==> config.mk <==
export PLATFORM = sky130hd
export DESIGN_NAME = input_buffer
export DESIGN_NICKNAME = d
export VERILOG_FILES = /design/src/source/aether_conv_pkg.sv /design/src/source/input_buffer.sv
export SDC_FILE = /design/constraint.sdc
export NUM_CORES = 2
export LEC_CHECK = 0
export BUFFER_PORTS_ARGS = -buffer_cell sky130_fd_sc_hd__buf_4
export CAP_MARGIN = 20
export CORE_UTILIZATION = 60
export DETAILED_ROUTE_END_ITERATION = 10
export PLACE_DENSITY_LB_ADDON = 0.2
export SYNTH_ARGS = -nofsm -noshare
export SYNTH_HDL_FRONTEND = slang
export SYNTH_SLANG_ARGS = --single-unit
export TNS_END_PERCENT = 20
==> constraint.sdc <==
create_clock -name clk_i -period 3.4 [get_ports clk_i]
set_input_delay 0.34 -clock clk_i [delete_from_list [all_inputs] [get_ports clk_i]]
set_output_delay 0.34 -clock clk_i [all_outputs]
set_load 0.01 [all_outputs]
==> src/source/aether_conv_pkg.sv <==
package aether_conv_pkg;

  // Datapath widths
  localparam int DataWidth = 8;
  localparam int ResultWidth = 16;
  localparam int AccWidth = 20;      // Nine full-scale products fit

  // Kernel geometry
  localparam int KernelSize = 3;
  localparam int KernelTaps = 9;
  localparam int KernelWords = 5;    // Top byte of last word unused

  // Matrix and memory sizes
  localparam int MaxMatrixSize = 16;
  localparam int MinMatrixSize = 3;
  localparam int InputWords = 128;   // Two activations per word
  localparam int BufAddrWidth = 7;
  localparam int ResultDepth = 196;  // (16 - 2) squared
  localparam int ResultAddrWidth = 8;

  typedef logic signed [DataWidth-1:0] data_t;
  typedef logic signed [ResultWidth-1:0] result_t;
  typedef logic [4:0] msize_t;

  // Even element in the low byte
  typedef struct packed {
    data_t hi;
    data_t lo;
  } act_pair_t;

  typedef union packed {
    logic [15:0] raw;
    act_pair_t pair;
  } act_word_u;

endpackage

==> src/source/input_buffer.sv <==
`timescale 1ns/1ps

module input_buffer (
    input  logic clk_i,
    input  logic rst_i,
    input  logic start_i,
    input  logic cont_i,
    input  aether_conv_pkg::act_word_u word_i,
    input  logic [aether_conv_pkg::BufAddrWidth-1:0] rd_addr_i,
    output aether_conv_pkg::act_word_u rd_word_o
  );

  logic [aether_conv_pkg::BufAddrWidth-1:0] wr_addr;
  logic full;                     // Last address written
  logic wr_en;
  aether_conv_pkg::act_word_u mem [aether_conv_pkg::InputWords];

  assign wr_en = cont_i && !full; // Extra words are dropped

  always_ff @(posedge clk_i)
  begin
    if (rst_i || start_i)
    begin
      wr_addr <= '0;
      full <= 1'b0;
    end
    else if (wr_en)
    begin
      if (wr_addr == aether_conv_pkg::InputWords - 1)
        full <= 1'b1;
      else
        wr_addr <= wr_addr + 1'b1;
    end
  end

  always_ff @(posedge clk_i)
  begin
    if (wr_en)
      mem[wr_addr] <= word_i;
    rd_word_o <= mem[rd_addr_i];  // Engine read port
  end

  // Counter parks on the last address once full
  assert property (@(posedge clk_i) disable iff (rst_i)
    full |-> wr_addr == aether_conv_pkg::InputWords - 1);

endmodule

==> impl_metrics.csv <==
group,metric,value,unit
logic_synthesis,yosysSeqAreaShare,78.6,%
run_status,outcome,"complete, no violations",
place,hpwlAfterDp,109,mm
worst_setup_path,cp-startpoint,"full",
logic_synthesis,syn-cell-area,78900,µm²
timing,slew_viol_final,0,
detailed_routing,first_pass_iters,6,
logic_synthesis,synth.mux.area_fraction,19.4,%
timing,skew,0.0557,ns
floorplanning,fp.dieH,365,µm
worst_setup_path,path_common_cell,"buf_4",
detailed_routing,finalWirelength,193,mm
clock_network,clock_latency,0.85,ns
logic_synthesis,yosys_warnings,0,
detailed_routing,viasPerCell,6.90,
cells_and_area,final_nets,3477,
logic_synthesis,synth_cell_types,32,
global_routing,grt_antenna_before_repair,12,
logic_synthesis,synth_area_per_cell,25.2,µm²
worst_setup_path,max_stage_delay,0.75,ns
place,dp_cells,4984,
hold_path,whs_endpoint,"mem[67][9]",
cells_and_area,syn_to_final_growth,13.3,%
pwr,p_leak,27.9,nW
timing,setup_tns,0,ns
detailed_routing,drc_errors,0,
pwr,ir_drop,0.566,mV
timing,hold_viol,0,
detailed_routing,ant_nets,0,
floorplanning,io_pins,43,
timing,period_share,89.4,%
floorplanning,die-area,133000,µm²
job,drv_cap,0,
place,dpl_worst_slack,0.0552,ns
timing,timing.final.ws_setup,0.359,ns
logic_synthesis,synthXorXnorAreaFrac,0.0333,%
floorplanning,row_count,132,
timing,tightest_slew,1.23,ns
cells_and_area,drive_above_1_share,34.9,%
timing,rsz0062_at_grt,"no",
timing,finalCriticalPeriod,3.04,ns
place,gp_congestion,0.822,
worst_setup_path,critical-path-top-delay-family,"simple AND/OR/NAND/NOR gates",
hold_path,hp-class,"primary input to flip-flop",
detailed_routing,vias,36900,
clock_network,cts_resized,0,
detailed_routing,first_iter_violations,5603,
cells_and_area,mostFrequentLayoutCells,"edfxtp_1, mux4_2, buf_4",
cells_and_area,final_cells,5354,
global_routing,grt_usage,29.8,%
worst_setup_path,path_cells,"nor2b_1 > nand3b_1 > buf_4 > nor2_1 > buf_4",
cells_and_area,layout_commonest_cell,"edfxtp_1",
logic_synthesis,synth-seq-cells,2072,
clock_network,cts_inserted_buffers,194,
worst_setup_path,slowest_stage,"nand3b_1",
floorplanning,initial_core_util,60.7,%
place,numPortBuffers,42,
global_routing,grt_max_degree,116,
global_routing,grt_pass1_vias,37000,
worst_setup_path,crit_path_start_kind,"flip-flop",
clock_network,clk_pin_slew_worst_paths,0.06,ns
clock_network,cts.sinks,2072,
worst_setup_path,timing.rr.start,"full",
logic_synthesis,syn_inst,3126,
worst_setup_path,r2r_slack,0.36,ns
logic_synthesis,synth_fp_nets,3154,
hold_path,worstHoldStart,"word_i[9]",
worst_setup_path,crit_fanout,16,
logic_synthesis,synth_top_family_by_area,"multiplexers",
global_routing,grt_pass1_wl,272,mm
clock_network,cts_setup_buffers,0,
clock_network,htree_levels,4,
clock_network,cts_buffer_depth,3,
floorplanning,core_area,130000,µm²
logic_synthesis,synth-simple-area-share,0.982,%
worst_setup_path,required,3.88,ns
clock_network,root_buffer,"clkbuf_16",
global_routing,grt-ovfl-total,0,
hold_path,holdPathStages,1,
clock_network,cts_tree,"yes",
timing,timing.hold.ws,0.0263,ns
timing,relSlewSlack,18.1,%
logic_synthesis,synth_compound_area_share,0.0682,%
floorplanning,die_w,365,µm
worst_setup_path,critPathKind,"flip-flop to flip-flop",
timing,setup_viol,0,
timing,fmax,329,MHz
worst_setup_path,worstPathArrival,3.52,ns
worst_setup_path,reg2reg_depth,5,
worst_setup_path,cp_num_buf_inv,2,
logic_synthesis,synthAdderAreaFrac,0.0159,%
worst_setup_path,r2r-end,"mem[112][11]",
detailed_routing,detail_route.wl_per_cell,36.0,µm
worst_setup_path,endpoint_kind,"flip-flop",
pwr,p_per_area,580,nW/µm²
kinds of logic (layout without fill, tap and decap cells):
| logic type | Yosys count | count (layout) |
|---|---|---|
| AOI/OAI and AO/OA | 8 | 8 |
| xor gates and xnor gates | 3 | 3 |
| adders and majority gates | 1 | 1 |
| buffers and inverters | 169 | 649 |
| DFF | 2072 | 2072 |
| muxes | 689 | 689 |
| other | 0 | 6 |
| and+or+nand+nor | 184 | 184 |
state kept, by name, indices dropped and copies added (netlist names):
| register | flops |
|---|---|
| wr_addr | 7 |
| full | 1 |
| mem | 2048 |
| rd_word_o | 16 |
cell type report:
| cell class | instances | area, µm² |
|---|---|---|
| Sequential cell | 2072 | 62000 |
| Fill cell | 7515 | 40600 |
| Multi-Input combinational cell | 885 | 16200 |
| Clock buffer | 239 | 5040 |
| Timing Repair Buffer | 295 | 2800 |
| Tap cell | 1742 | 2180 |
| Clock inverter | 114 | 1140 |
| Antenna cell | 6 | 15.0 |
| Inverter | 1 | 3.75 |
worst register-to-register path, delay by kind of cell, from the launching register on:
| family | cells | cell delay [ns] |
|---|---|---|
| flops | 1 | 0.34 |
| simple gates | 3 | 1.48 |
| buf+inv | 2 | 0.83 |
report_power, final:
| part | switching (mW) | total [mW] | internal, mW |
|---|---|---|---|
| clock | 9.36 | 21.0 | 11.7 |
| sequential | 0.101 | 28.2 | 28.1 |
| combinational | 1.47 | 2.56 | 1.09 |
| total | 10.9 | 51.8 | 40.9 |
cells in the mapped netlist (all sizes together):
master  count  area [µm²]
mux4      672       15100
buf        70         339
dfxtp      24         480
or3         1        6.26
inv         1        3.75
a21oi       2        10.0
or3b        4        35.0
or2         1        6.26
o21a        1        7.51
nand3b      4        30.0
nand3      10        50.1
o31ai       1        7.51
edfxtp   2048       61500
and3        1        6.26
mux2       16         180
nor2b       5        31.3
nand2      12        45.0
a31oi       1        6.26
and2        1        6.26
nor2      140         526
or4         1        7.51
o211ai      1        7.51
nand4       4        25.0
mux2i       1        10.0
xor2        3        26.3
ha          1        12.5
o21ai       1        5.00
o21ba       1        10.0
clkbuf     98         368
metrics by stage:
| step | util, % | power, mW | area (µm²) |
|---|---|---|---|
| after floorplan | - | 30.0 | 78900 |
| after global placement | 63.8 | 31.2 | 83000 |
| after detailed placement | 63.8 | 31.3 | 83000 |
| after CTS | 68.7 | 52.0 | 89200 |
| after global routing | 68.7 | 53.0 | 89300 |
| final | 68.7 | 51.8 | 89300 |
layer usage:
metal	track usage (%)	vias to the layer above	share of wire, %
met5	0	-	0.020
met3	7.34	328	12
li1	-	14200	-
met2	45.8	2539	48
met4	8.70	6	2.6
met1	43.6	19800	37
how the worst max path moves through the flow:
stage | endpoint | slack, ns | depth (start not counted)
detailed placement | rd_word_o[4] | 0.06 | 7
floorplan | rd_word_o[0] | 0.57 | 6
finish | mem[112][11] | 0.36 | 5
global placement | rd_word_o[4] | 0.09 | 7
CTS | mem[112][11] | 0.48 | 5
global route | mem[112][11] | 0.38 | 5
repair_timing:
item / in CTS / in global routing
endpoints found under the setup margin: 0 / 0
hold buffers: 7 / 1
endpoints found under the hold margin: 44 / 30
Note: power is estimated with default switching activity, not from simulation.
