$ cat config.mk
export PLATFORM = sky130hd
export DESIGN_NAME = conv_engine
export DESIGN_NICKNAME = d
export VERILOG_FILES = /design/src/source/aether_conv_pkg.sv /design/src/source/conv_engine.sv
export SDC_FILE = /design/constraint.sdc
export NUM_CORES = 2
export LEC_CHECK = 0
export BUFFER_PORTS_ARGS = -buffer_cell sky130_fd_sc_hd__buf_2
export CAP_MARGIN = 10
export CORE_UTILIZATION = 40
export DETAILED_ROUTE_END_ITERATION = 8
export PLACE_DENSITY_LB_ADDON = 0.1
export SLEW_MARGIN = 15
export SYNTH_ARGS = -nofsm -noshare
export SYNTH_HDL_FRONTEND = slang
export SYNTH_SLANG_ARGS = --single-unit
$ cat constraint.sdc
create_clock -name clk_i -period 17.7 [get_ports clk_i]
set_input_delay 0 -clock clk_i [delete_from_list [all_inputs] [get_ports clk_i]]
set_output_delay 0 -clock clk_i [all_outputs]
set_load 0.005 [all_outputs]
$ cat src/source/aether_conv_pkg.sv
package aether_conv_pkg;

  // Datapath widths
  localparam int DataWidth = 8;
  localparam int ResultWidth = 16;
  localparam int AccWidth = 20;      // Nine full-scale products fit

  // Kernel geometry
  localparam int KernelSize = 3;
  localparam int KernelTaps = 9;
  localparam int KernelWords = 5;    // Top byte of last word unused

  // Matrix and memory sizes
  localparam int MaxMatrixSize = 16;
  localparam int MinMatrixSize = 3;
  localparam int InputWords = 128;   // Two activations per word
  localparam int BufAddrWidth = 7;
  localparam int ResultDepth = 196;  // (16 - 2) squared
  localparam int ResultAddrWidth = 8;

  typedef logic signed [DataWidth-1:0] data_t;
  typedef logic signed [ResultWidth-1:0] result_t;
  typedef logic [4:0] msize_t;

  // Even element in the low byte
  typedef struct packed {
    data_t hi;
    data_t lo;
  } act_pair_t;

  typedef union packed {
    logic [15:0] raw;
    act_pair_t pair;
  } act_word_u;

endpackage

$ cat src/source/conv_engine.sv
`timescale 1ns/1ps

module conv_engine (
    input  logic clk_i,
    input  logic rst_i,
    input  logic run_i,
    input  aether_conv_pkg::msize_t matrix_size_i,
    input  aether_conv_pkg::data_t taps_i [aether_conv_pkg::KernelTaps],
    input  aether_conv_pkg::act_word_u buf_word_i,
    input  logic rd_en_i,
    input  aether_conv_pkg::act_word_u rd_addr_i,
    output logic [aether_conv_pkg::BufAddrWidth-1:0] buf_addr_o,
    output logic running_o,
    output logic done_o,
    output aether_conv_pkg::result_t rd_data_o
  );

  aether_conv_pkg::msize_t n_q;   // Side latched at start
  logic issuing;
  logic [3:0] row;
  logic [3:0] col;
  logic [1:0] ki;
  logic [1:0] kj;
  logic tap_first;
  logic tap_last;
  logic pos_last;
  logic [aether_conv_pkg::BufAddrWidth:0] elem_idx;
  logic [aether_conv_pkg::ResultAddrWidth-1:0] res_addr;

  // Stage behind the buffer read
  logic valid_d;
  logic first_d;
  logic last_d;
  logic final_d;
  logic sel_d;
  aether_conv_pkg::data_t tap_d;
  logic [aether_conv_pkg::ResultAddrWidth-1:0] res_addr_d;

  aether_conv_pkg::data_t act;
  logic signed [2*aether_conv_pkg::DataWidth-1:0] prod;
  logic signed [aether_conv_pkg::AccWidth-1:0] acc;
  logic signed [aether_conv_pkg::AccWidth-1:0] base;
  logic signed [aether_conv_pkg::AccWidth-1:0] sum;
  aether_conv_pkg::result_t sat;
  aether_conv_pkg::result_t res_mem [aether_conv_pkg::ResultDepth];

  // ------------------------------------------------
  // Address generation
  // ------------------------------------------------
  assign tap_first = (ki == 2'd0) && (kj == 2'd0);
  assign tap_last = (ki == 2'(aether_conv_pkg::KernelSize - 1)) &&
                    (kj == 2'(aether_conv_pkg::KernelSize - 1));
  assign pos_last = ({1'b0, row} == n_q - 5'd3) && ({1'b0, col} == n_q - 5'd3);

  // Element (r+i)*N + c+j with two per buffer word
  assign elem_idx = ({4'd0, row} + {6'd0, ki}) * {3'd0, n_q} + {4'd0, col} + {6'd0, kj};
  assign buf_addr_o = elem_idx[aether_conv_pkg::BufAddrWidth:1];
  assign res_addr = {4'd0, row} * ({3'd0, n_q} - 8'd2) + {4'd0, col};

  always_ff @(posedge clk_i)
  begin
    if (rst_i)
    begin
      n_q <= '0;
      issuing <= 1'b0;
      running_o <= 1'b0;
      done_o <= 1'b0;
      valid_d <= 1'b0;
      row <= '0;
      col <= '0;
      ki <= '0;
      kj <= '0;
    end
    else
    begin
      valid_d <= issuing;
      if (run_i && !running_o)
      begin
        n_q <= matrix_size_i;
        row <= '0;
        col <= '0;
        ki <= '0;
        kj <= '0;
        issuing <= 1'b1;
        running_o <= 1'b1;
        done_o <= 1'b0;
      end
      else if (issuing)
      begin
        if (kj != 2'(aether_conv_pkg::KernelSize - 1))
          kj <= kj + 1'b1;
        else
        begin
          kj <= '0;
          if (ki != 2'(aether_conv_pkg::KernelSize - 1))
            ki <= ki + 1'b1;
          else
          begin
            ki <= '0;
            if (pos_last)
              issuing <= 1'b0;    // Pipeline still drains one word
            else if ({1'b0, col} == n_q - 5'd3)
            begin
              col <= '0;
              row <= row + 1'b1;
            end
            else
              col <= col + 1'b1;
          end
        end
      end
      if (valid_d && final_d)
      begin
        running_o <= 1'b0;
        done_o <= 1'b1;           // Held until next run or reset
      end
    end
  end

  // ------------------------------------------------
  // Multiply-accumulate and saturation
  // ------------------------------------------------
  always_ff @(posedge clk_i)
  begin
    tap_d <= taps_i[ki*aether_conv_pkg::KernelSize + kj];
    sel_d <= elem_idx[0];         // Odd element in the high byte
    first_d <= tap_first;
    last_d <= tap_last;
    final_d <= tap_last && pos_last;
    res_addr_d <= res_addr;
    if (valid_d)
      acc <= sum;
  end

  assign act = sel_d ? buf_word_i.pair.hi : buf_word_i.pair.lo;
  assign prod = act * tap_d;

  always_comb
  begin
    base = acc;
    if (first_d)
      base = '0;
    sum = base + prod;
    if (sum[aether_conv_pkg::AccWidth-1] &&
        !(&sum[aether_conv_pkg::AccWidth-2:aether_conv_pkg::ResultWidth-1]))
      sat = {1'b1, {(aether_conv_pkg::ResultWidth-1){1'b0}}};
    else if (!sum[aether_conv_pkg::AccWidth-1] &&
             (|sum[aether_conv_pkg::AccWidth-2:aether_conv_pkg::ResultWidth-1]))
      sat = {1'b0, {(aether_conv_pkg::ResultWidth-1){1'b1}}};
    else
      sat = sum[aether_conv_pkg::ResultWidth-1:0];
  end

  // Row-major result memory
  always_ff @(posedge clk_i)
  begin
    if (valid_d && last_d)
      res_mem[res_addr_d] <= sat;
    if (rd_en_i)
      rd_data_o <= res_mem[rd_addr_i.raw[aether_conv_pkg::ResultAddrWidth-1:0]];
  end

  // Reads stay inside the words loaded for this matrix
  assert property (@(posedge clk_i) disable iff (rst_i)
    issuing |-> int'(buf_addr_o) < (int'(n_q) * int'(n_q) + 1) / 2);

  assert property (@(posedge clk_i) disable iff (rst_i)
    (valid_d && last_d) |-> res_addr_d < aether_conv_pkg::ResultDepth);

endmodule

==> results_dict.tcl <==
set metrics [dict create \
    outcome "complete, no violations" \
    layout.nets 6732 \
    startpoint_to_endpoint_class_of_the_critical_path "flip-flop to flip-flop" \
    final_common_cell "edfxtp_1" \
    globalplace.congestion 0.805 \
    seq_area_frac_synth_pct 74.4 \
    timing.critical_path.fanout_max 92 \
    worstMarginPinSlew_ps 1290 \
    syn2layout_area_growth_pct 14.4 \
    first_pass_iters 5 \
    grt_max_degree 197 \
    clkSlewWorstSetupHoldPaths_ps 60 \
    cts_tree "yes" \
    final_hold_viol_count 0 \
    setup-tns-final_ps 0 \
    rows 208 \
    ys_warn_count 0 \
    grt_use_total_pct 20.9 \
    grt_overflow_total 0 \
    maxCapViolCount 0 \
    post-route-drc-count 0 \
    yosysTopAreaCell "edfxtp_1" \
    ys_types 63 \
    min_path_type "input pin to flip-flop" \
    fp.dieArea_um2 325000 \
    final_cell_mix "edfxtp_1 (3,172), mux4_2 (912), clkbuf_16 (345), buf_4 (253), nor2_2 (142)" \
    clk_root_buffer_cell "clkbuf_16" \
    worst-endpoint-arrival_ps 9910 \
    synth_fp_nets 6256 \
    drtAntennaViolNets 0 \
    cts.sinks 3213 \
    cts_max_level 5 \
    start_util_pct 40.2 \
    rsz_0062_raised_after_global_routing "false" \
    max-clock-path-buffers 4 \
    critPathCaptureType "flip-flop" \
    post-synth-top-area-fraction_pct 73.7 \
    timing.max_slew.rel_slack_pct 14.3 \
    start_kind "flip-flop" \
    number_of_enable_type_register_cells_in_the_synthesized_netlist 3172 \
    die_height_um 570 \
    viasPerCell 5.58 \
    detailed_place_hpwl_um 198000 \
    wire_per_inst_um 30.9 \
    coreArea_um2 321000 \
    ys_async_sr_fraction_pct 0 \
    grt_pass1_wl_um 485000 \
    tritoncts.num_buffers 342 \
    grt_antenna_before_repair 10 \
    max_freq_mhz 107 \
    synth_flop_cell "edfxtp_1" \
    detail_route.wirelength_um 339000 \
    yosys-top-cells-area "edfxtp_1 (74%), mux4_2 (16%), fa_1 (1.8%), ha_1 (0.88%), nor2_1 (0.73%)" \
    layout_worst_path_cycle_share_pct 53.0 \
    dr_total_vias 61348 \
    cts.repair.resized 0 \
    insertion_delay_ps 920 \
    n_fill_cell 27018 \
    timing.clock.skew_ps 57.3 \
    drt_first_iter_violations 5783 \
    finalSetupViolations 0 \
    synth_area_um2 129000 \
    final_instance_area_um2 148000 \
    postPlaceCellArea_um2 136000 \
    synthesis.area_per_instance_um2 21.8 \
    placement.io_buffers 129 \
    finalCriticalPeriod_ps 9390 \
    postLayoutCoreUtil_pct 46.0 \
    synthesis.instances 5937 \
    grt_pass1_vias 63882 \
    worst-endpoint-required_ps 18220 \
    die_w_um 570 \
    report.final.slew_viol_count 0 \
    ff_latch_count_synth 3213 \
    io_pins 138 \
    layout-drive-gt1-share_pct 30.3 \
]
## path summary, 6_finish.rpt
path	from	end	slack, ps	cells after the start
worst min register to register	final_d	running_o	440	1
worst max register to register	sel_d	res_mem[62][12]	8310	19
worst max-delay path	sel_d	res_mem[62][12]	8310	19
worst min-delay path	rd_en_i	rd_data_o[14]	100	2
## registers in the layout, summed over array words and instances (netlist names), 2 cells and up
signal / flops
rd_data_o: 16
n_q: 5
ki: 2
res_addr_d: 8
res_mem: 3136
col: 4
acc: 20
tap_d: 8
kj: 2
row: 4
## metal layers
metal  up-vias  wire (um)  global-route usage [%]
met5         -          8                       0
met4         2       6210                    3.93
met1     33827     154000                    31.0
li1      25606          -                       -
met2      1553     162000                    33.2
met3       360      17300                    2.93
## metrics by stage
step	setup WS [ps]	hold WS, ps	cells
3_5_place_dp	8200	220	10322
5_1_grt	7660	93.9	10987
6_report	8310	97.0	10991
2_1_floorplan	2700	112	5937
4_1_cts	8150	25.9	10986
3_3_place_gp	8420	224	10322
## synthesized netlist by cell type (2+ instances only)
| library cell | n |
|---|---|
| o22ai_1 | 64 |
| inv_1 | 133 |
| clkinv_1 | 2 |
| mux2_2 | 80 |
| edfxtp_1 | 3172 |
| dfxtp_1 | 41 |
| nand2b_1 | 16 |
| nand3_1 | 62 |
| a221oi_2 | 2 |
| a211oi_1 | 33 |
| xnor2_1 | 38 |
| a21o_1 | 12 |
| mux4_2 | 912 |
| o21a_1 | 2 |
| nor3b_1 | 2 |
| nand4b_1 | 2 |
| o21bai_1 | 6 |
| fa_1 | 115 |
| clkbuf_1 | 144 |
| and2_1 | 49 |
| nand4_1 | 33 |
| buf_6 | 12 |
| a22o_1 | 8 |
| buf_4 | 47 |
| or2_2 | 3 |
| a31oi_1 | 5 |
| nor2_1 | 252 |
| o21ai_0 | 13 |
| buf_2 | 72 |
| a21oi_1 | 120 |
| buf_1 | 38 |
| mux2i_1 | 68 |
| nor2b_1 | 74 |
| a22oi_1 | 17 |
| ha_1 | 91 |
| or3_1 | 5 |
| nand2_1 | 100 |
| nor3_1 | 30 |
| xor2_1 | 17 |
| and3_1 | 22 |
## layout make-up
type | count | area, um^2 | area share [%]
well taps | 4305 | 5390 | 3.65
inverters | 135 | 512 | 0.346
flip-flops and latches | 3213 | 96100 | 65.0
multi-input cells | 2276 | 31700 | 21.4
diodes | 5 | 12.5 | 0.00847
clock inverters | 187 | 1850 | 1.25
repair buffers | 445 | 3340 | 2.26
clock buffers | 425 | 8930 | 6.05
## timing repair
item,in CTS,in global routing
setup endpoints to repair,0,0
setup buffers,0,0
hold endpoints to repair,48,0
hold buffers,52,0
## critical path, cell delays in order (launching register included)
cell,delay [ps]
dfxtp_1,610
mux2_2,360
and2_1,720
inv_1,130
fa_1,510
inv_1,50
fa_1,480
fa_1,590
fa_1,450
fa_1,390
ha_1,360
a21o_1,240
a221oi_2,380
nand4b_1,200
a21boi_1,160
nor3_2,580
a31oi_1,230
o21ai_4,520
buf_4,860
buf_4,930
## cell families after synthesis
logic type               after synthesis  synth area share [%]
adder cells (fa/ha/maj)              206                  2.66
AO/OA/AOI/OAI                        296                  1.44
buffers and inverters                448                  1.58
multiplexers                        1060                  17.1
XOR/XNOR                              56                 0.390
AND/OR/NAND/NOR                      658                  2.44
flip-flops                          3213                  74.4
Power is not shown: default switching activity piles up to over one toggle a cycle in this logic, so the estimate is an artifact.
