--- src/source/aether_cmd_pkg.sv ---
package aether_cmd_pkg;

  // Command port widths
  localparam int InstrWidth = 4;
  localparam int Param1Width = 4;
  localparam int Param2Width = 16;

  // ------------------------------------------------
  // Opcodes on instruction_i
  // ------------------------------------------------
  localparam logic [InstrWidth-1:0] OpNop = 4'd0;
  localparam logic [InstrWidth-1:0] OpRst = 4'd1;     // Reset, kind in param_1
  localparam logic [InstrWidth-1:0] OpWrg = 4'd2;
  localparam logic [InstrWidth-1:0] OpRrg = 4'd3;
  localparam logic [InstrWidth-1:0] OpLdwStrt = 4'd4;
  localparam logic [InstrWidth-1:0] OpLdwCont = 4'd5;
  localparam logic [InstrWidth-1:0] OpLipStrt = 4'd6;
  localparam logic [InstrWidth-1:0] OpLipCont = 4'd7;
  localparam logic [InstrWidth-1:0] OpCnvRun = 4'd8;
  localparam logic [InstrWidth-1:0] OpRdo = 4'd9;     // Result index in param_2

  // Register map
  localparam logic [Param1Width-1:0] RegVersn = 4'd0;
  localparam logic [Param1Width-1:0] RegHwrid = 4'd1;
  localparam logic [Param1Width-1:0] RegBcfg2 = 4'd2; // Matrix side
  localparam logic [Param1Width-1:0] RegStats = 4'd3;

  localparam logic [Param2Width-1:0] VersnValue = 16'h6C00;
  localparam logic [Param2Width-1:0] HwridValue = 16'hB2E9;
  localparam int MatrixSizeReset = 8;

  // Reset kinds for OpRst
  localparam logic [Param1Width-1:0] RstConv = 4'd1;
  localparam logic [Param1Width-1:0] RstRegs = 4'd2;
  localparam logic [Param1Width-1:0] RstFull = 4'd3;  // Conv, regs and load counters

endpackage

--- src/source/aether_conv_pkg.sv ---
package aether_conv_pkg;

  // Datapath widths
  localparam int DataWidth = 8;
  localparam int ResultWidth = 16;
  localparam int AccWidth = 20;      // Nine full-scale products fit

  // Kernel geometry
  localparam int KernelSize = 3;
  localparam int KernelTaps = 9;
  localparam int KernelWords = 5;    // Top byte of last word unused

  // Matrix and memory sizes
  localparam int MaxMatrixSize = 16;
  localparam int MinMatrixSize = 3;
  localparam int InputWords = 128;   // Two activations per word
  localparam int BufAddrWidth = 7;
  localparam int ResultDepth = 196;  // (16 - 2) squared
  localparam int ResultAddrWidth = 8;

  typedef logic signed [DataWidth-1:0] data_t;
  typedef logic signed [ResultWidth-1:0] result_t;
  typedef logic [4:0] msize_t;

  // Even element in the low byte
  typedef struct packed {
    data_t hi;
    data_t lo;
  } act_pair_t;

  typedef union packed {
    logic [15:0] raw;
    act_pair_t pair;
  } act_word_u;

endpackage

--- src/source/aether_engine_decoder.sv ---
`timescale 1ns/1ps

module aether_engine_decoder (
    input  logic clk_i,
    input  logic rst_i,
    input  logic [aether_cmd_pkg::InstrWidth-1:0] instruction_i,
    input  logic [aether_cmd_pkg::Param1Width-1:0] param_1_i,
    input  logic [aether_cmd_pkg::Param2Width-1:0] param_2_i,
    input  logic conv_running_i,
    input  logic conv_done_i,
    input  aether_conv_pkg::result_t rd_data_i,
    output logic rst_conv_o,
    output logic rst_load_o,
    output logic ldw_strt_o,
    output logic ldw_cont_o,
    output logic lip_strt_o,
    output logic lip_cont_o,
    output logic cnv_run_o,
    output logic rd_en_o,
    output aether_conv_pkg::act_word_u cmd_word_o,
    output aether_conv_pkg::msize_t matrix_size_o,
    output logic [aether_cmd_pkg::Param2Width-1:0] data_o,
    output logic interrupt_o
  );

  logic [aether_cmd_pkg::InstrWidth-1:0] instr_q;
  logic [aether_cmd_pkg::Param1Width-1:0] sel_q;    // param_1 of the command
  logic is_rst;
  logic rst_regs;
  logic bcfg2_wr;
  aether_conv_pkg::msize_t bcfg2;
  logic [aether_cmd_pkg::Param2Width-1:0] stats;
  logic [aether_cmd_pkg::Param2Width-1:0] reg_rd;
  logic [aether_cmd_pkg::Param2Width-1:0] reg_rd_q;
  logic rrg_q;
  logic rdo_q;

  // ------------------------------------------------
  // Command capture
  // ------------------------------------------------
  always_ff @(posedge clk_i)
  begin
    if (rst_i)
      instr_q <= aether_cmd_pkg::OpNop;
    else
      instr_q <= instruction_i;    // Held for one cycle only
  end

  always_ff @(posedge clk_i)
  begin
    sel_q <= param_1_i;
    cmd_word_o.raw <= param_2_i;
  end

  assign is_rst = instr_q == aether_cmd_pkg::OpRst;

  assign rst_conv_o = rst_i || (is_rst && (sel_q == aether_cmd_pkg::RstConv ||
                                           sel_q == aether_cmd_pkg::RstFull));
  assign rst_regs = rst_i || (is_rst && (sel_q == aether_cmd_pkg::RstRegs ||
                                         sel_q == aether_cmd_pkg::RstFull));
  assign rst_load_o = rst_i || (is_rst && sel_q == aether_cmd_pkg::RstFull);

  assign ldw_strt_o = instr_q == aether_cmd_pkg::OpLdwStrt;
  assign ldw_cont_o = instr_q == aether_cmd_pkg::OpLdwCont;
  assign lip_strt_o = instr_q == aether_cmd_pkg::OpLipStrt;
  assign lip_cont_o = instr_q == aether_cmd_pkg::OpLipCont;
  assign cnv_run_o = instr_q == aether_cmd_pkg::OpCnvRun;
  assign rd_en_o = instr_q == aether_cmd_pkg::OpRdo;

  // ------------------------------------------------
  // Register file
  // ------------------------------------------------

  // Out-of-range sizes keep the old value
  assign bcfg2_wr = instr_q == aether_cmd_pkg::OpWrg && sel_q == aether_cmd_pkg::RegBcfg2 &&
                    cmd_word_o.raw >= aether_conv_pkg::MinMatrixSize &&
                    cmd_word_o.raw <= aether_conv_pkg::MaxMatrixSize;

  always_ff @(posedge clk_i)
  begin
    if (rst_regs)
      bcfg2 <= aether_conv_pkg::msize_t'(aether_cmd_pkg::MatrixSizeReset);
    else if (bcfg2_wr)
      bcfg2 <= cmd_word_o.raw[$bits(bcfg2)-1:0];
  end

  assign matrix_size_o = bcfg2;
  assign stats = {{(aether_cmd_pkg::Param2Width-2){1'b0}}, conv_running_i, conv_done_i};
  assign interrupt_o = conv_done_i;

  always_comb
  begin
    case (sel_q)
      aether_cmd_pkg::RegVersn: reg_rd = aether_cmd_pkg::VersnValue;
      aether_cmd_pkg::RegHwrid: reg_rd = aether_cmd_pkg::HwridValue;
      aether_cmd_pkg::RegBcfg2:
        reg_rd = {{(aether_cmd_pkg::Param2Width-$bits(bcfg2)){1'b0}}, bcfg2};
      aether_cmd_pkg::RegStats: reg_rd = stats;
      default: reg_rd = '0;        // Unmapped
    endcase
  end

  // Read pipeline puts data_o two cycles after the command
  always_ff @(posedge clk_i)
  begin
    if (instr_q == aether_cmd_pkg::OpRrg)
      reg_rd_q <= reg_rd;
  end

  always_ff @(posedge clk_i)
  begin
    if (rst_i)
    begin
      rrg_q <= 1'b0;
      rdo_q <= 1'b0;
      data_o <= '0;
    end
    else
    begin
      rrg_q <= instr_q == aether_cmd_pkg::OpRrg;
      rdo_q <= rd_en_o;
      if (rrg_q)
        data_o <= reg_rd_q;
      else if (rdo_q)
        data_o <= rd_data_i;     // Engine result arrives one cycle after rd_en
    end
  end

  // BCFG2 only ever holds a legal matrix side
  assert property (@(posedge clk_i) disable iff (rst_i)
    bcfg2 >= aether_conv_pkg::MinMatrixSize && bcfg2 <= aether_conv_pkg::MaxMatrixSize);

endmodule

--- config.mk ---
export PLATFORM = sky130hd
export DESIGN_NAME = aether_engine_decoder
export DESIGN_NICKNAME = d
export VERILOG_FILES = /design/src/source/aether_cmd_pkg.sv /design/src/source/aether_conv_pkg.sv /design/src/source/aether_engine_decoder.sv
export SDC_FILE = /design/constraint.sdc
export NUM_CORES = 1
export LEC_CHECK = 0
export ABC_AREA = 1
export BUFFER_PORTS_ARGS = -buffer_cell sky130_fd_sc_hd__buf_4
export CAP_MARGIN = 5
export CORE_UTILIZATION = 45
export CTS_BUF_LIST = sky130_fd_sc_hd__clkbuf_8
export DETAILED_ROUTE_END_ITERATION = 7
export PLACE_DENSITY = 0.76
export RECOVER_POWER = 100
export SLEW_MARGIN = 25
export SYNTH_ARGS = -nofsm -noshare
export SYNTH_HDL_FRONTEND = slang
export SYNTH_SLANG_ARGS = --single-unit
--- constraint.sdc ---
create_clock -name clk_i -period 2.1 [get_ports clk_i]
set_input_delay 0.105 -clock clk_i [delete_from_list [all_inputs] [get_ports clk_i]]
set_output_delay 0.105 -clock clk_i [all_outputs]
set_load 0.1 [all_outputs]
==> results.toml <==
[run_status]
status = "complete, no violations"

[routing]
via_per_inst = 4.48
ant_nets = 0
drc = 0
wl_per_cell_um = 10.8
drt_first_pass_iters = 4
totalWireLength_mm = 4.66
drtIter0Drc = 84
vias = 1937

[placement]
numPortBuffers = 89
place_ws_ns = 0.669
gp_congestion = 0.845
place_area_um2 = 2830
dp.cells = 401
detailed_place_hpwl_mm = 3.29

[setup_path]
critPathBufInv = 4
slowest_stage = "dfxtp_1"
worstPathArrival_ns = 1.73
worstSetupEndpointType = "output pin"
cp_top_family = "buffers and inverters"
crit_required_ns = 2.00
r2r_slack_ns = 0.50
crit_top_cell = "inv_1"
crit_type = "reg2out"
max_stage_delay_ns = 0.38
start_kind = "flop"
path_max_fanout = 6
path_cells = "inv_1, nor2_1, inv_1, nor2_2, inv_2, o31ai_4, clkbuf_4"

[cts]
clk_latency_ns = 0.31
tritoncts = "yes"
clkSinkCount = 55
clockBufferDepth = 2
cts_inserted_buffers = 5
htreeDepth = 2
root_buffer = "clkbuf_8"
clkTransAtPathRegs_ns = 0.09

[final_layout]
area_growth_pct = 40.8
layout_common_cells = "78 x nand2_1, 47 x dfxtp_1, 45 x inv_1, 40 x clkbuf_1, 29 x nor2_1"
stdcell_area_um2 = 2970
antenna_cells = 0
layout_commonest_cell = "nand2_1"
layout.nets = 423
instances_no_fill = 432
drive_above_1_share_pct = 18.7
utilization_pct = 67.3

[die]
fp.dieH_um = 70.4
dieArea_um2 = 4960
start_util_pct = 47.8
die-width_um = 70.4
core_um2 = 4410
pin_count = 90
rows = 24

[synthesis]
synth_warnings = 0
netlist_area_um2 = 2110
yosysSeqAreaShare_pct = 56.0
ys_seq_elements = 55
avgSynthCellArea_um2 = 7.96
synthCells = 265
synth_nets = 309
yosys.cell_types.count = 22

[pwr]
power_frac_seq_pct = 52.7
powerDensity_nw_per_um2 = 718
combPwrFrac_pct = 19.0
power_mw = 2.13
p_int_mw = 1.48
switching_share_pct = 30.7
p_clk_share_pct = 28.4
power.switching_mw = 0.655
leakage_nw = 1.44
peakVddDrop_uv = 507

[global_routing]
grt_pass1_vias = 1867
grt_use_total_pct = 20.0
grt_pass1_wl_mm = 7.91
antenna_found_initial = 0
grt_max_degree = 18
overflow = 0

[sta]
post-route-period-util_pct = 87.2
rsz0062_at_grt = "no"
hold_ws_ns = 0.000159
slew_violations = 0
final.min_clock_period_ns = 1.83
clock.fmax_mhz = 546
worst_slack_ns = 0.270
setup_tns_ns = 0
setup_viol = 0
fin_worst_skew_ns = 0.00883
hold_violations = 0
tightest_slew_ns = 1.20
relSlewSlack_pct = 20.6

[worst_hold_path]
hold_path_class = "in2reg"

[job]
drv_cap = 0
[power groups by stage]
stage	logic, mW	registers [mW]	clock network (mW)
floorplan	0.119	1.31	0
global placement	0.395	1.15	0
detailed placement	0.398	1.15	0
CTS	0.432	1.13	0.620
global route	0.427	1.13	0.665
finish	0.405	1.12	0.605
[synthesized netlist by cell type]
cell | instances | area [um^2]
inv_2 | 7 | 26.3
o21ai_4 | 1 | 16.3
edfxtp_1 | 8 | 240
nand2_1 | 78 | 293
o21ai_2 | 1 | 8.76
a21oi_1 | 4 | 20.0
o31ai_1 | 1 | 7.51
nor2_2 | 4 | 25.0
nand3_2 | 2 | 20.0
buf_2 | 2 | 10.0
nor2_1 | 27 | 101
a22o_1 | 1 | 8.76
inv_1 | 40 | 150
dfxtp_1 | 47 | 941
nor3_1 | 8 | 40.0
nand2_2 | 2 | 12.5
nand3_1 | 21 | 105
buf_4 | 4 | 30.0
nor4_1 | 3 | 18.8
a31oi_1 | 1 | 6.26
o21ai_0 | 1 | 5.00
nor2_4 | 2 | 22.5
[worst register-to-register path: stages, from the launching register on]
cell and delay [ns]:
dfxtp_1 0.32, nor2_1 0.20, nand3_1 0.17, inv_1 0.17, nand2_2 0.07, nor2_1 0.31
nand3_1 0.13, nand2_1 0.09, nor2_1 0.04
[area by class of cell]
type	instances	area [um^2]
Fill cell	414	1450
Sequential cell	55	1180
Timing Repair Buffer	113	741
Multi-Input combinational cell	157	711
Inverter	47	176
Clock buffer	6	82.6
Tap cell	52	65.1
Clock inverter	2	12.5
[cells by family (layout without fill, tap and decap cells)]
kind of cell,after synthesis,in the layout,share of synthesized area (%)
AOI/OAI and AO/OA,10,10,3.44
buffers and inverters,53,168,10.3
DFF,55,55,56.0
and+or+nand+nor,147,147,30.3
[flip-flops by register name, indices dropped and copies added (netlist names)]
name           cells
cmd_word_o        16
data_o            16
reg_rd_q           8
matrix_size_o      5
instr_q            4
sel_q              4
rdo_q              1
rrg_q              1
[worst paths after layout]
path / endpoint / from / cells past startpoint
setup / recovery: rst_conv_o / instr_q[0] / 7
hold / removal: instr_q[1] / instruction_i[1] / 3
setup reg to reg: matrix_size_o[0] / sel_q[2] / 8
hold reg to reg: data_o[8] / data_o[8] / 2
[routing by layer]
layer  global-route usage (%)  routed length (um)
met1                     22.1                1980
met2                     36.4                2260
met3                     6.64                 363
met4                     5.33                  54
met5                        0                   0
[timing repair]
item / in CTS / in global routing
gates resized for setup: 0 / 0
buffers inserted: 0 / 0
hold buffers: 23 / 0
endpoints found under the hold margin: 23 / 0
endpoints found under the setup margin: 0 / 0
(Power assumes the default switching activity.)
