### config.mk
export PLATFORM = sky130hd
export DESIGN_NAME = conv_kernel_store
export DESIGN_NICKNAME = d
export VERILOG_FILES = /design/src/source/aether_conv_pkg.sv /design/src/source/conv_kernel_store.sv
export SDC_FILE = /design/constraint.sdc
export NUM_CORES = 1
export LEC_CHECK = 0
export BUFFER_PORTS_ARGS = -buffer_cell sky130_fd_sc_hd__buf_2
export CAP_MARGIN = 20
export CORE_ASPECT_RATIO = 0.75
export CORE_UTILIZATION = 39
export DETAILED_ROUTE_END_ITERATION = 8
export GPL_TIMING_DRIVEN = 0
export PLACE_DENSITY = 0.75
export SLEW_MARGIN = 25
export SYNTH_ARGS = -nofsm -noshare
export SYNTH_HDL_FRONTEND = slang
export SYNTH_SLANG_ARGS = --single-unit
### constraint.sdc
create_clock -name clk_i -period 8.2 [get_ports clk_i]
set_clock_uncertainty 0.2 [all_clocks]
set_input_delay 1.64 -clock clk_i [delete_from_list [all_inputs] [get_ports clk_i]]
set_output_delay 1.64 -clock clk_i [all_outputs]
set_load 0.005 [all_outputs]
### src/source/aether_conv_pkg.sv
package aether_conv_pkg;

  // Datapath widths
  localparam int DataWidth = 8;
  localparam int ResultWidth = 16;
  localparam int AccWidth = 20;      // Nine full-scale products fit

  // Kernel geometry
  localparam int KernelSize = 3;
  localparam int KernelTaps = 9;
  localparam int KernelWords = 5;    // Top byte of last word unused

  // Matrix and memory sizes
  localparam int MaxMatrixSize = 16;
  localparam int MinMatrixSize = 3;
  localparam int InputWords = 128;   // Two activations per word
  localparam int BufAddrWidth = 7;
  localparam int ResultDepth = 196;  // (16 - 2) squared
  localparam int ResultAddrWidth = 8;

  typedef logic signed [DataWidth-1:0] data_t;
  typedef logic signed [ResultWidth-1:0] result_t;
  typedef logic [4:0] msize_t;

  // Even element in the low byte
  typedef struct packed {
    data_t hi;
    data_t lo;
  } act_pair_t;

  typedef union packed {
    logic [15:0] raw;
    act_pair_t pair;
  } act_word_u;

endpackage

### src/source/conv_kernel_store.sv
`timescale 1ns/1ps

module conv_kernel_store (
    input  logic clk_i,
    input  logic rst_i,
    input  logic start_i,
    input  logic cont_i,
    input  aether_conv_pkg::act_word_u word_i,
    output aether_conv_pkg::data_t taps_o [aether_conv_pkg::KernelTaps]
  );

  logic [$clog2(aether_conv_pkg::KernelWords+1)-1:0] word_idx;
  logic wr_en;
  aether_conv_pkg::act_word_u words [aether_conv_pkg::KernelWords];

  assign wr_en = cont_i && (word_idx < aether_conv_pkg::KernelWords);

  always_ff @(posedge clk_i)
  begin
    if (rst_i || start_i)
      word_idx <= '0;
    else if (wr_en)
      word_idx <= word_idx + 1'b1;
  end

  always_ff @(posedge clk_i)
  begin
    if (wr_en)
      words[word_idx] <= word_i;
  end

  // Two taps per word, even tap in the low byte
  always_comb
  begin
    for (int t = 0; t < aether_conv_pkg::KernelTaps; t++)
    begin
      if (t[0])
        taps_o[t] = words[t/2].pair.hi;
      else
        taps_o[t] = words[t/2].pair.lo;
    end
  end

endmodule

==> results_tabular.tex, run 1 <==
\begin{tabular}{lr}
\hline
Metric & Value \\
\hline
\multicolumn{2}{l}{\textbf{Run status}} \\
Outcome & completed \\
\multicolumn{2}{l}{\textbf{Floorplan}} \\
Starting utilization of the core area & 40.6\% \\
Placeable core region & 5830 um2 \\
Number of ports placed on the die boundary & 92 \\
Die Y & around 69 um \\
Horizontal die dimension & roughly 92 um \\
Die area & 6390 um2 \\
Floorplan row count & 24 \\
\multicolumn{2}{l}{\textbf{Global route}} \\
Number of global-route vias before repair & 1178 \\
Pin count of the biggest net entering global routing & 17 \\
GRT Residual Overflow & 0 \\
GR Util All Layers & 14.4\% \\
First-pass GRT wire length & 6.40 mm \\
Number of antenna violations at the first check in global routing & 0 \\
\multicolumn{2}{l}{\textbf{Finish}} \\
Count of fill cells added during filler insertion & 480 \\
Count of antenna diodes in the layout & 0 \\
Fin area & roughly 3200 um2 \\
Multi-input combinational cell area & $\sim$150 um2 \\
Area delta synth->final & 33.6\% \\
Share of final-layout standard cells stronger than drive strength 1 & 56.6\% \\
Total area of sequential cells & 2220 um2 \\
Net count, final & around 220 \\
\multicolumn{2}{l}{\textbf{Setup path}} \\
Series of cell instances along the critical path & buf\_2 -> nor2b\_2 -> nand2\_1 -> nor2\_2 -> buf\_6 \\
Largest fanout on the critical path & 9 \\
Crit path DAT & about 2.8 ns \\
Capturing element type of the critical path & register \\
Crit path required time & 8.04 ns \\
Crit-path max cell delay & 0.42 ns \\
Critical-path top delay cell & sky130\_fd\_sc\_hd\_\_nor2\_2 \\
Setup crit start kind & input pin \\
Type of the setup path with the least slack & input pin to register \\
\multicolumn{2}{l}{\textbf{Drt}} \\
Routed length per placed instance & 15.6 um \\
Routed vias & about 1300 \\
Total wire length & around 4.4 mm \\
Antenna violation net count after detailed routing & 0 \\
Number of detailed-routing iterations run before antenna repair & 4 \\
Vias per cell & $\sim$4.5 \\
Number of design-rule violations left by the first detailed-router iteration & slightly below 50 \\
Total DRC errors in the routed layout & 0 \\
\multicolumn{2}{l}{\textbf{Timing}} \\
Number of hold violations in the final report & 0 \\
Setup repair after global routing missed its margin & false \\
Final setup vio count & 0 \\
Share of the cycle needed by the critical path after routing & 35.6\% \\
Final critical path time including I/O delays and setup & 2.92 ns \\
Pins over their slew limit & 0 \\
Fin Setup TNS & 0 ns \\
Slew @ Worst Pin & about 0.5 ns \\
Peak clock frequency supported by timing & 0.342 GHz \\
Worst rel slew slack & 65.7\% \\
\multicolumn{2}{l}{\textbf{Power and ir drop}} \\
Static Leakage & between 0.001 and 0.0015 uW \\
Maximum VDD drop & 0.0794 mV \\
Cell Pwr Density & about 240 nW/um2 \\
\multicolumn{2}{l}{\textbf{Clock tree}} \\
CTS max path bufs & 2 \\
Resized Gates After CTS & 0 \\
Clock sink count & 75 \\
H-tree depth & 3 \\
Master cell of the clock root buffer & sky130\_fd\_sc\_hd\_\_clkbuf\_8 \\
Setup fix buffers added after clock tree synthesis & 0 \\
Insertion delay to the later sink of the worst-skew pair & 0.33 ns \\
Clock-pin slew of the registers on the worst-case setup and hold paths & 0.07 ns \\
Number of buffers created by CTS & 9 \\
Number of buffers inserted for hold repair after clock tree synthesis & 0 \\
Clock tree from TritonCTS & yes \\
\multicolumn{2}{l}{\textbf{Worst hold path}} \\
Class of the most critical hold timing path & register to register \\
\multicolumn{2}{l}{\textbf{Yosys}} \\
Synth Warn \# & 0 \\
Seq cells post-synth & 75 \\
Post-synthesis cell type count & 16 \\
Area of the mapped netlist & 2370 um2 \\
Net Count, Synth & 115 \\
Post-Syn Instances & 94 \\
Sequential element share of the synthesized area & 93.9\% \\
Avg Inst Size Synth & 25.2 um2 \\
\multicolumn{2}{l}{\textbf{Place}} \\
Cell area after placement & 2960 um2 \\
Estimated wirelength of the detail-placed design & about 2.9 mm \\
IO Port Bufs & between 90 and 100 \\
Placer Congestion & 0.747 \\
\multicolumn{2}{l}{\textbf{Run}} \\
Maximum Capacitance Violations & 0 \\
\hline
\end{tabular}
[where the power goes]
group          internal [uW]  switching, uW  total, uW
logic                   9.73           14.2       23.9
registers                428           2.56        431
clock network            169            123        292
[critical path: cells and delay by family]
kind / cells / cell delay, ns
buffers and inverters: 2 / 0.38
AND/OR/NAND/NOR: 3 / 0.74
[sequential cells by signal, summed over array words and instances, names as in the netlist]
register and count:
word_idx 3, words 72
[area by class of cell]
class | instances | area share, %
multi-input cells | 19 | 4.87
clock buffers | 10 | 4.03
clock inverters | 6 | 2.53
flip-flops and latches | 75 | 70.3
well taps | 78 | 3.09
repair buffers | 95 | 15.2
[placed cells by master (no fill, tap or decap), drive strengths merged, types with 2 or more instances in the layout]
cell and instances:
buf 95, edfxtp 72, clkbuf 10, nand2 3, dfxtp 3, clkinv 3, and4bb 2, a21oi 2
bufinv 2, nor2 2
[routing by layer]
layer	vias up	wire length (um)	track usage (%)
li1	595	-	-
met4	0	94	8.33
met5	-	0	0
met3	8	363	5.59
met2	80	1890	19.8
met1	604	2080	19.3
[worst paths after layout]
check        slack, ns          end        start  cells past startpoint
max reg2reg       6.27  words[0][7]  word_idx[0]                      3
max               5.28  words[2][1]       cont_i                      5
min               0.42  word_idx[1]  word_idx[1]                      2
min reg2reg       0.42  word_idx[1]  word_idx[1]                      2
[cell usage after synthesis (all sizes together)]
cell,count,area (um2)
nor4,1,6.26
nor2b,1,8.76
nand3,1,5.00
a211oi,1,12.5
nor4b,1,8.76
nand2,3,11.3
nand4b,1,8.76
and3,1,7.51
a21oi,2,10.0
nand2b,1,6.26
a2111oi,1,15.0
ha,1,12.5
nor2,2,7.51
and4bb,2,25.0
edfxtp,72,2160
dfxtp,3,60.1
[through the flow]
| step | instances | hold WS [ns] | util (%) | total power (uW) | setup WS (ns) |
|---|---|---|---|---|---|
| finish | 283 | 0.418 | 54.3 | 747 | 5.28 |
| global route | 283 | 0.467 | 54.3 | 769 | 5.23 |
| CTS | 283 | 0.419 | 54.3 | 754 | 5.27 |
| detailed placement | 267 | 0.402 | 50.7 | 463 | 4.91 |
| global placement | 263 | 0.388 | 50.1 | 462 | 2.63 |
| floorplan | 94 | 0.341 | - | 445 | 4.20 |
[cells by family (layout without fill, tap and decap cells)]
| group | Yosys count | count (layout) | share of synthesized area [%] |
|---|---|---|---|
| DFF | 75 | 75 | 93.9 |
| and+or+nand+nor | 14 | 14 | 4.02 |
| AOI/OAI and AO/OA | 4 | 4 | 1.59 |
| adders and majority gates | 1 | 1 | 0.528 |
| buffers and inverters | 0 | 111 | 0 |
Power figures use the tool's default switching activity.
==> run 2, diff against run 1 <==
clock period = 2.7 ns   (was 8.2 ns; I/O delays follow)
==> run 2 against run 1 <==
  * Global-route usage is 0.29 points higher
  * Via count is 3.0% lower
  * Non-clock buffer count down 2
  * Largest cell class unchanged
==> results_tabular.tex, run 2 (synthesized netlist as in run 1, its figures left out) <==
\begin{tabular}{lr}
\hline
Metric & Value \\
\hline
\multicolumn{2}{l}{\textbf{Run status}} \\
Outcome & completed \\
\multicolumn{2}{l}{\textbf{Power and ir drop}} \\
Post-route total power & 2270 uW (+200\%) \\
Maximum VDD drop & 0.276 mV (+250\%) \\
Static Leakage & 0.00121 uW (+0.18\%) \\
Cell Pwr Density & 716 nW/um2 (+200\%) \\
\multicolumn{2}{l}{\textbf{Timing}} \\
Pins over their slew limit & 0 (unchanged) \\
Share of the cycle needed by the critical path after routing & 68.5\% \\
Worst rel slew slack & 62.2\% (-3.5 points) \\
Final critical path time including I/O delays and setup & $\sim$1.8 ns \\
Setup repair after global routing missed its margin & false \\
Number of hold violations in the final report & 0 (unchanged) \\
Peak clock frequency supported by timing & 0.541 GHz \\
Final setup vio count & 0 (unchanged) \\
Fin Setup TNS & 0 ns (unchanged) \\
Slew @ Worst Pin & 0.565 ns (+0.0508 ns) \\
\multicolumn{2}{l}{\textbf{Floorplan}} \\
Number of ports placed on the die boundary & 92 (unchanged) \\
Starting utilization of the core area & 40.6\% (unchanged) \\
Die area & 6390 um2 (unchanged) \\
Die Y & 69.5 um (unchanged) \\
Placeable core region & 5830 um2 (unchanged) \\
Floorplan row count & 24 (unchanged) \\
Horizontal die dimension & 92.0 um (unchanged) \\
\multicolumn{2}{l}{\textbf{Clock tree}} \\
Number of buffers inserted for hold repair after clock tree synthesis & 0 (unchanged) \\
Clock sink count & 75 (unchanged) \\
H-tree depth & 3 (unchanged) \\
Clock tree from TritonCTS & yes \\
Master cell of the clock root buffer & sky130\_fd\_sc\_hd\_\_clkbuf\_8 \\
Number of buffers created by CTS & 9 (unchanged) \\
Resized Gates After CTS & 0 (unchanged) \\
Clock-pin slew of the registers on the worst-case setup and hold paths & 0.08 ns (about the same) \\
Setup fix buffers added after clock tree synthesis & 0 (unchanged) \\
Insertion delay to the later sink of the worst-skew pair & 0.32 ns (about the same) \\
CTS max path bufs & 2 (unchanged) \\
\multicolumn{2}{l}{\textbf{Setup path}} \\
Cell family contributing the most delay on the critical path & simple AND/OR/NAND/NOR gates \\
Series of cell instances along the critical path & nor2b\_2 -> nand2\_1 -> nor2\_2 -> buf\_6 \\
Crit-path max cell delay & 0.42 ns (about the same) \\
Crit path required time & 2.54 ns (-5.50 ns) \\
Setup crit start kind & register \\
Type of the setup path with the least slack & register to register \\
Critical-path top delay cell & sky130\_fd\_sc\_hd\_\_nor2\_2 \\
Crit path DAT & 1.69 ns (-1.07 ns) \\
Buffering stage count on the worst path with inverters included & 1 (-1) \\
Largest fanout on the critical path & 9 (unchanged) \\
Capturing element type of the critical path & register \\
\multicolumn{2}{l}{\textbf{Finish}} \\
Largest register by flop count & words \\
Area delta synth->final & 33.7\% (about the same) \\
Flip-flop count of the largest register after layout & 72 (unchanged) \\
Registers with the highest flip-flop counts & words (72), word\_idx (3) \\
Multi-input combinational cell area & 163 um2 (+5.7\%) \\
Final non-filler cell total & 281 (-0.71\%) \\
Leading cell type in the layout, fill and taps excluded & sky130\_fd\_sc\_hd\_\_buf\_2 \\
Net count, final & 219 (-0.90\%) \\
Share of final-layout standard cells stronger than drive strength 1 & 56.2\% (-0.43 points) \\
Count of fill cells added during filler insertion & 471 (-1.9\%) \\
Most frequent cells in the layout & sky130\_fd\_sc\_hd\_\_buf\_2 (91), sky130\_fd\_sc\_hd\_\_edfxtp\_1 (72), sky130\_fd\_sc\_hd\_\_clkbuf\_8 (9), sky130\_fd\_sc\_hd\_\_nand2\_1 (3), sky130\_fd\_sc\_hd\_\_dfxtp\_1 (3) \\
Count of antenna diodes in the layout & 0 (unchanged) \\
Total area of sequential cells & 2220 um2 (unchanged) \\
\multicolumn{2}{l}{\textbf{Drt}} \\
Routed vias & 1249 (-3.0\%) \\
Vias per cell & 4.44 (-2.3\%) \\
Routed length per placed instance & 15.4 um (-1.4\%) \\
Total wire length & 4.33 mm (-2.1\%) \\
Number of detailed-routing iterations run before antenna repair & 4 (unchanged) \\
Antenna violation net count after detailed routing & 0 (unchanged) \\
Total DRC errors in the routed layout & 0 (unchanged) \\
Number of design-rule violations left by the first detailed-router iteration & 67 (+37\%) \\
\multicolumn{2}{l}{\textbf{Global route}} \\
First-pass GRT wire length & 6.41 mm (+0.22\%) \\
Number of antenna violations at the first check in global routing & 0 (unchanged) \\
GR Util All Layers & 14.6\% (+0.29 points) \\
Pin count of the biggest net entering global routing & 17 (unchanged) \\
GRT Residual Overflow & 0 (unchanged) \\
Number of global-route vias before repair & 1162 (-1.4\%) \\
\multicolumn{2}{l}{\textbf{Run}} \\
Maximum Capacitance Violations & 0 (unchanged) \\
\multicolumn{2}{l}{\textbf{Worst hold path}} \\
Class of the most critical hold timing path & input pin to register \\
\multicolumn{2}{l}{\textbf{Place}} \\
Estimated wirelength of the detail-placed design & 2.82 mm (-4.4\%) \\
Placer Congestion & 0.733 (-1.9\%) \\
IO Port Bufs & 91 (unchanged) \\
Placed Cells & 265 (-0.75\%) \\
\hline
\end{tabular}
## run 2: changes by cell type in the layout (fill, tap and decap cells not counted), sizes merged
| cell | change |
|---|---|
| buf | -2 |
| clkinvlp | -1 |
| clkbuf | +1 |
## run 2: cell type report
cell class | count | area share [%]
Clock buffer | 11 | 4.15
Clock inverter | 5 | 2.45
Multi-Input combinational cell | 19 | 5.14
Sequential cell | 75 | 70.2
Tap cell | 78 | 3.08
Timing Repair Buffer | 93 | 15.0
## run 2: power by group
group          switching [uW]  internal (uW)  leakage (uW)
clock network             368            518      0.000105
registers                8.91           1300      0.000684
logic                    41.1           29.7      0.000423
total                     418           1850       0.00121
## run 2: worst paths after layout
check / start / endpoint / slack [ns] / depth (start not counted)
setup reg to reg: word_idx[2] / words[2][12] / 0.85 / 4
hold reg to reg: word_idx[1] / word_idx[2] / 0.43 / 2
hold / removal: word_i[8] / words[3][8] / 0.22 / 1
setup / recovery: word_idx[2] / words[2][12] / 0.85 / 4
## run 2: routing by layer
metal / GRT usage (%) / wire length (um) / vias to the layer above
li1: - / - / 592
met5: 0 / 0 / -
met1: 18.6 / 1930 / 588
met2: 22.1 / 2030 / 61
met4: 9.55 / 87 / 0
met3: 4.28 / 286 / 8
## run 2: stage by stage
stage | util (%) | hold slack [ns] | setup slack, ns | area [um2]
6_report | 54.3 | 0.218 | 0.852 | 3170
5_1_grt | 54.3 | 0.205 | 0.729 | 3170
3_5_place_dp | 50.8 | 0.414 | 0.504 | 2960
2_1_floorplan | - | 0.350 | 0.593 | 2370
3_3_place_gp | 50.2 | 0.391 | -0.281 | 2930
4_1_cts | 54.3 | 0.197 | 0.811 | 3170
## run 2: worst register-to-register path, cell delays in order, from the launching register on
cell and delay, ns:
sky130_fd_sc_hd__dfxtp_1 0.40, sky130_fd_sc_hd__nor2b_2 0.23, sky130_fd_sc_hd__nand2_1 0.09, sky130_fd_sc_hd__nor2_2 0.42, sky130_fd_sc_hd__buf_6 0.23
==> run 3, diff against run 2 <==
PLACE_DENSITY = 0.78   (was 0.75)
clock period = 1.6 ns   (was 2.7 ns; I/O delays follow)
==> run 3 against run 2 <==
  * Cell area increased by 4.8%
  * Count of clock-buffer cells in the layout decreased by 1
  * Combinational power increased by 110%
  * Fmax increased by 24%
  * Critical path type unchanged
==> results_tabular.tex, run 3 (synthesized netlist as in run 1, its figures left out) <==
\begin{tabular}{lr}
\hline
Metric & Value \\
\hline
\multicolumn{2}{l}{\textbf{Run status}} \\
Outcome & completed \\
\multicolumn{2}{l}{\textbf{Timing}} \\
Share of the cycle needed by the critical path after routing & 92.9\% (+24 points) \\
Slew @ Worst Pin & 0.305 ns (-0.260 ns) \\
Number of hold violations in the final report & 0 (unchanged) \\
Setup repair after global routing missed its margin & false \\
Fin Setup TNS & 0 ns (unchanged) \\
Final critical path time including I/O delays and setup & 1.49 ns (-0.362 ns) \\
Peak clock frequency supported by timing & 0.673 GHz (+24\%) \\
Final setup vio count & 0 (unchanged) \\
Pins over their slew limit & 0 (unchanged) \\
Post-route worst hold slack & 0.0243 ns (-0.193 ns) \\
Worst rel slew slack & 79.7\% (+17 points) \\
\multicolumn{2}{l}{\textbf{Power and ir drop}} \\
Share of total power in sequential cells & 57.3\% (-0.5 points) \\
Clk pwr share & 38.9\% (-0.2 points) \\
Static Leakage & 0.00127 uW (+5.0\%) \\
Combinational power share & 3.8\% (+0.7 points) \\
Switching power summed over all nets & 723 uW (+73\%) \\
Switching power share of the total & 18.8\% (+0.31 points) \\
Internal power contribution & 3130 uW (+70\%) \\
Cell Pwr Density & 1160 nW/um2 (+62\%) \\
Maximum VDD drop & 0.477 mV (+72\%) \\
Post-route total power & 3860 uW (+70\%) \\
\multicolumn{2}{l}{\textbf{Finish}} \\
Count of antenna diodes in the layout & 0 (unchanged) \\
Leading cell type in the layout, fill and taps excluded & sky130\_fd\_sc\_hd\_\_buf\_2 \\
Most frequent cells in the layout & sky130\_fd\_sc\_hd\_\_buf\_2 (91), sky130\_fd\_sc\_hd\_\_edfxtp\_1 (72), sky130\_fd\_sc\_hd\_\_dlygate4sd3\_1 (11), sky130\_fd\_sc\_hd\_\_clkbuf\_8 (9) \\
Flip-flop count of the largest register after layout & 72 (unchanged) \\
Final non-filler cell total & 293 (+4.3\%) \\
Share of final-layout standard cells stronger than drive strength 1 & 55.8\% (-0.34 points) \\
Post-route core utilization & 56.9\% (+2.6 points) \\
Registers with the highest flip-flop counts & words (72), word\_idx (3) \\
Largest register by flop count & words \\
Area delta synth->final & 40.1\% \\
Net count, final & 232 (+5.9\%) \\
\multicolumn{2}{l}{\textbf{Global route}} \\
Number of antenna violations at the first check in global routing & 0 (unchanged) \\
First-pass GRT wire length & 6.91 mm (+7.8\%) \\
Met2 usage & 22.9\% (+0.83 points) \\
Global-route met1 utilization & 20.4\% (+1.8 points) \\
Met3 layer usage reported by global route & 4.06\% (-0.22 points) \\
GR Util All Layers & 15.3\% (+0.61 points) \\
GRT Residual Overflow & 0 (unchanged) \\
Busiest grt layer & met2 \\
Number of global-route vias before repair & 1244 (+7.1\%) \\
Pin count of the biggest net entering global routing & 17 (unchanged) \\
\multicolumn{2}{l}{\textbf{Clock tree}} \\
Clock-pin slew of the registers on the worst-case setup and hold paths & 0.07 ns (about the same) \\
Clock tree from TritonCTS & yes \\
Master cell of the clock root buffer & sky130\_fd\_sc\_hd\_\_clkbuf\_8 \\
Number of buffers created by CTS & 9 (unchanged) \\
Clock sink count & 75 (unchanged) \\
H-tree depth & 3 (unchanged) \\
Insertion delay to the later sink of the worst-skew pair & 0.33 ns (about the same) \\
CTS max path bufs & 2 (unchanged) \\
\multicolumn{2}{l}{\textbf{Drt}} \\
Routed vias & 1328 (+6.3\%) \\
Number of detailed-routing iterations run before antenna repair & 4 (unchanged) \\
Vias per cell & 4.53 (+2.0\%) \\
Total wire length & 4.57 mm (+5.4\%) \\
Number of design-rule violations left by the first detailed-router iteration & 36 (-46\%) \\
Antenna violation net count after detailed routing & 0 (unchanged) \\
Total DRC errors in the routed layout & 0 (unchanged) \\
Routed length per placed instance & 15.6 um (+1.1\%) \\
\multicolumn{2}{l}{\textbf{Floorplan}} \\
Die Y & 69.5 um (unchanged) \\
Number of ports placed on the die boundary & 92 (unchanged) \\
Horizontal die dimension & 92.0 um (unchanged) \\
Starting utilization of the core area & 40.6\% (unchanged) \\
Die area & 6390 um2 (unchanged) \\
Floorplan row count & 24 (unchanged) \\
Placeable core region & 5830 um2 (unchanged) \\
\multicolumn{2}{l}{\textbf{Setup path}} \\
R2r endpoint & words[1][12] \\
Largest fanout on the critical path & 16 (+7) \\
Setup crit start kind & register \\
Crit-path max cell delay & 0.48 ns (+0.06 ns) \\
Origin of the critical flop-to-flop path & word\_idx[0] \\
Register-to-Register Setup Slack & 0.11 ns (-0.74 ns) \\
Buffering stage count on the worst path with inverters included & 0 (-1) \\
Crit path DAT & 1.29 ns (-0.40 ns) \\
Cell family contributing the most delay on the critical path & flip-flops \\
Crit path required time & 1.41 ns (-1.13 ns) \\
Type of the setup path with the least slack & register to register \\
Capturing element type of the critical path & register \\
Critical-path top delay cell & sky130\_fd\_sc\_hd\_\_dfxtp\_2 \\
Cell depth of the worst flop-to-flop path & 1 (-3) \\
Series of cell instances along the critical path & and4bb\_4 \\
\multicolumn{2}{l}{\textbf{Run}} \\
Maximum Capacitance Violations & 0 (unchanged) \\
\multicolumn{2}{l}{\textbf{Worst hold path}} \\
Worst min-delay path startpoint & word\_i[4] \\
Instance count along the most critical hold path & 1 (unchanged) \\
Min-Delay Endpoint & words[4][4] \\
Class of the most critical hold timing path & input pin to register \\
\multicolumn{2}{l}{\textbf{Place}} \\
IO Port Bufs & 91 (unchanged) \\
Placed Cells & 264 (-0.38\%) \\
Placer Congestion & 0.729 (-0.46\%) \\
Estimated wirelength of the detail-placed design & 2.90 mm (+2.8\%) \\
\hline
\end{tabular}
==> run 3: changes by cell type in the layout (fill, tap and decap cells not counted), sizes merged <==
cell         before  now
clkbuf           11   10
buf              93   95
dlygate4sd3       0   11
==> run 3: worst max-delay path by stage <==
stage | depth (start not counted) | endpoint | slack (ns) | from
global route | 4 | words[2][3] | 0.05 | word_idx[2]
floorplan | 1 | words[0][0] | -0.03 | word_idx[2]
finish | 1 | words[1][12] | 0.11 | word_idx[0]
global placement | 2 | words[0][15] | -0.52 | cont_i
CTS | 1 | words[1][12] | 0.10 | word_idx[0]
detailed placement | 3 | words[0][15] | -0.30 | cont_i
==> run 3: per-stage QoR <==
| stage | area [um2] | setup WS [ns] |
|---|---|---|
| 3_5_place_dp | 2960 | -0.301 |
| 6_report | 3320 | 0.113 |
| 3_3_place_gp | 2950 | -0.523 |
| 2_1_floorplan | 2390 | -0.0334 |
| 4_1_cts | 3320 | 0.102 |
| 5_1_grt | 3320 | 0.0482 |
==> run 3: area by class of cell <==
cell class	count	area [um2]
fill	448	2510
sequential	75	2230
timing repair buffer	106	612
multi-input combinational	19	175
clock buffer	10	128
tap	78	97.6
clock inverter	5	78.8
==> run 3: repair_timing <==
| item | CTS | global route |
|---|---|---|
| hold buffers | 11 | 0 |
| endpoints found under the setup margin | 64 | 0 |
| buffers inserted | 3 | 0 |
| hold endpoints to repair | 40 | 0 |
| gates resized for setup | 2 | 0 |
==> run 3: power groups by stage <==
stage	Sequential [uW]	Clock [uW]	Combinational [uW]
6_report	2210	1500	147
5_1_grt	2210	1610	161
4_1_cts	2210	1540	149
3_5_place_dp	2250	0	123
3_3_place_gp	2250	0	114
2_1_floorplan	2260	0	24.3
==> run 3: metal layers <==
metal	vias up	wire length, um
met5	-	0
met1	641	2090
met4	0	59
li1	612	-
met2	69	2130
met3	6	287
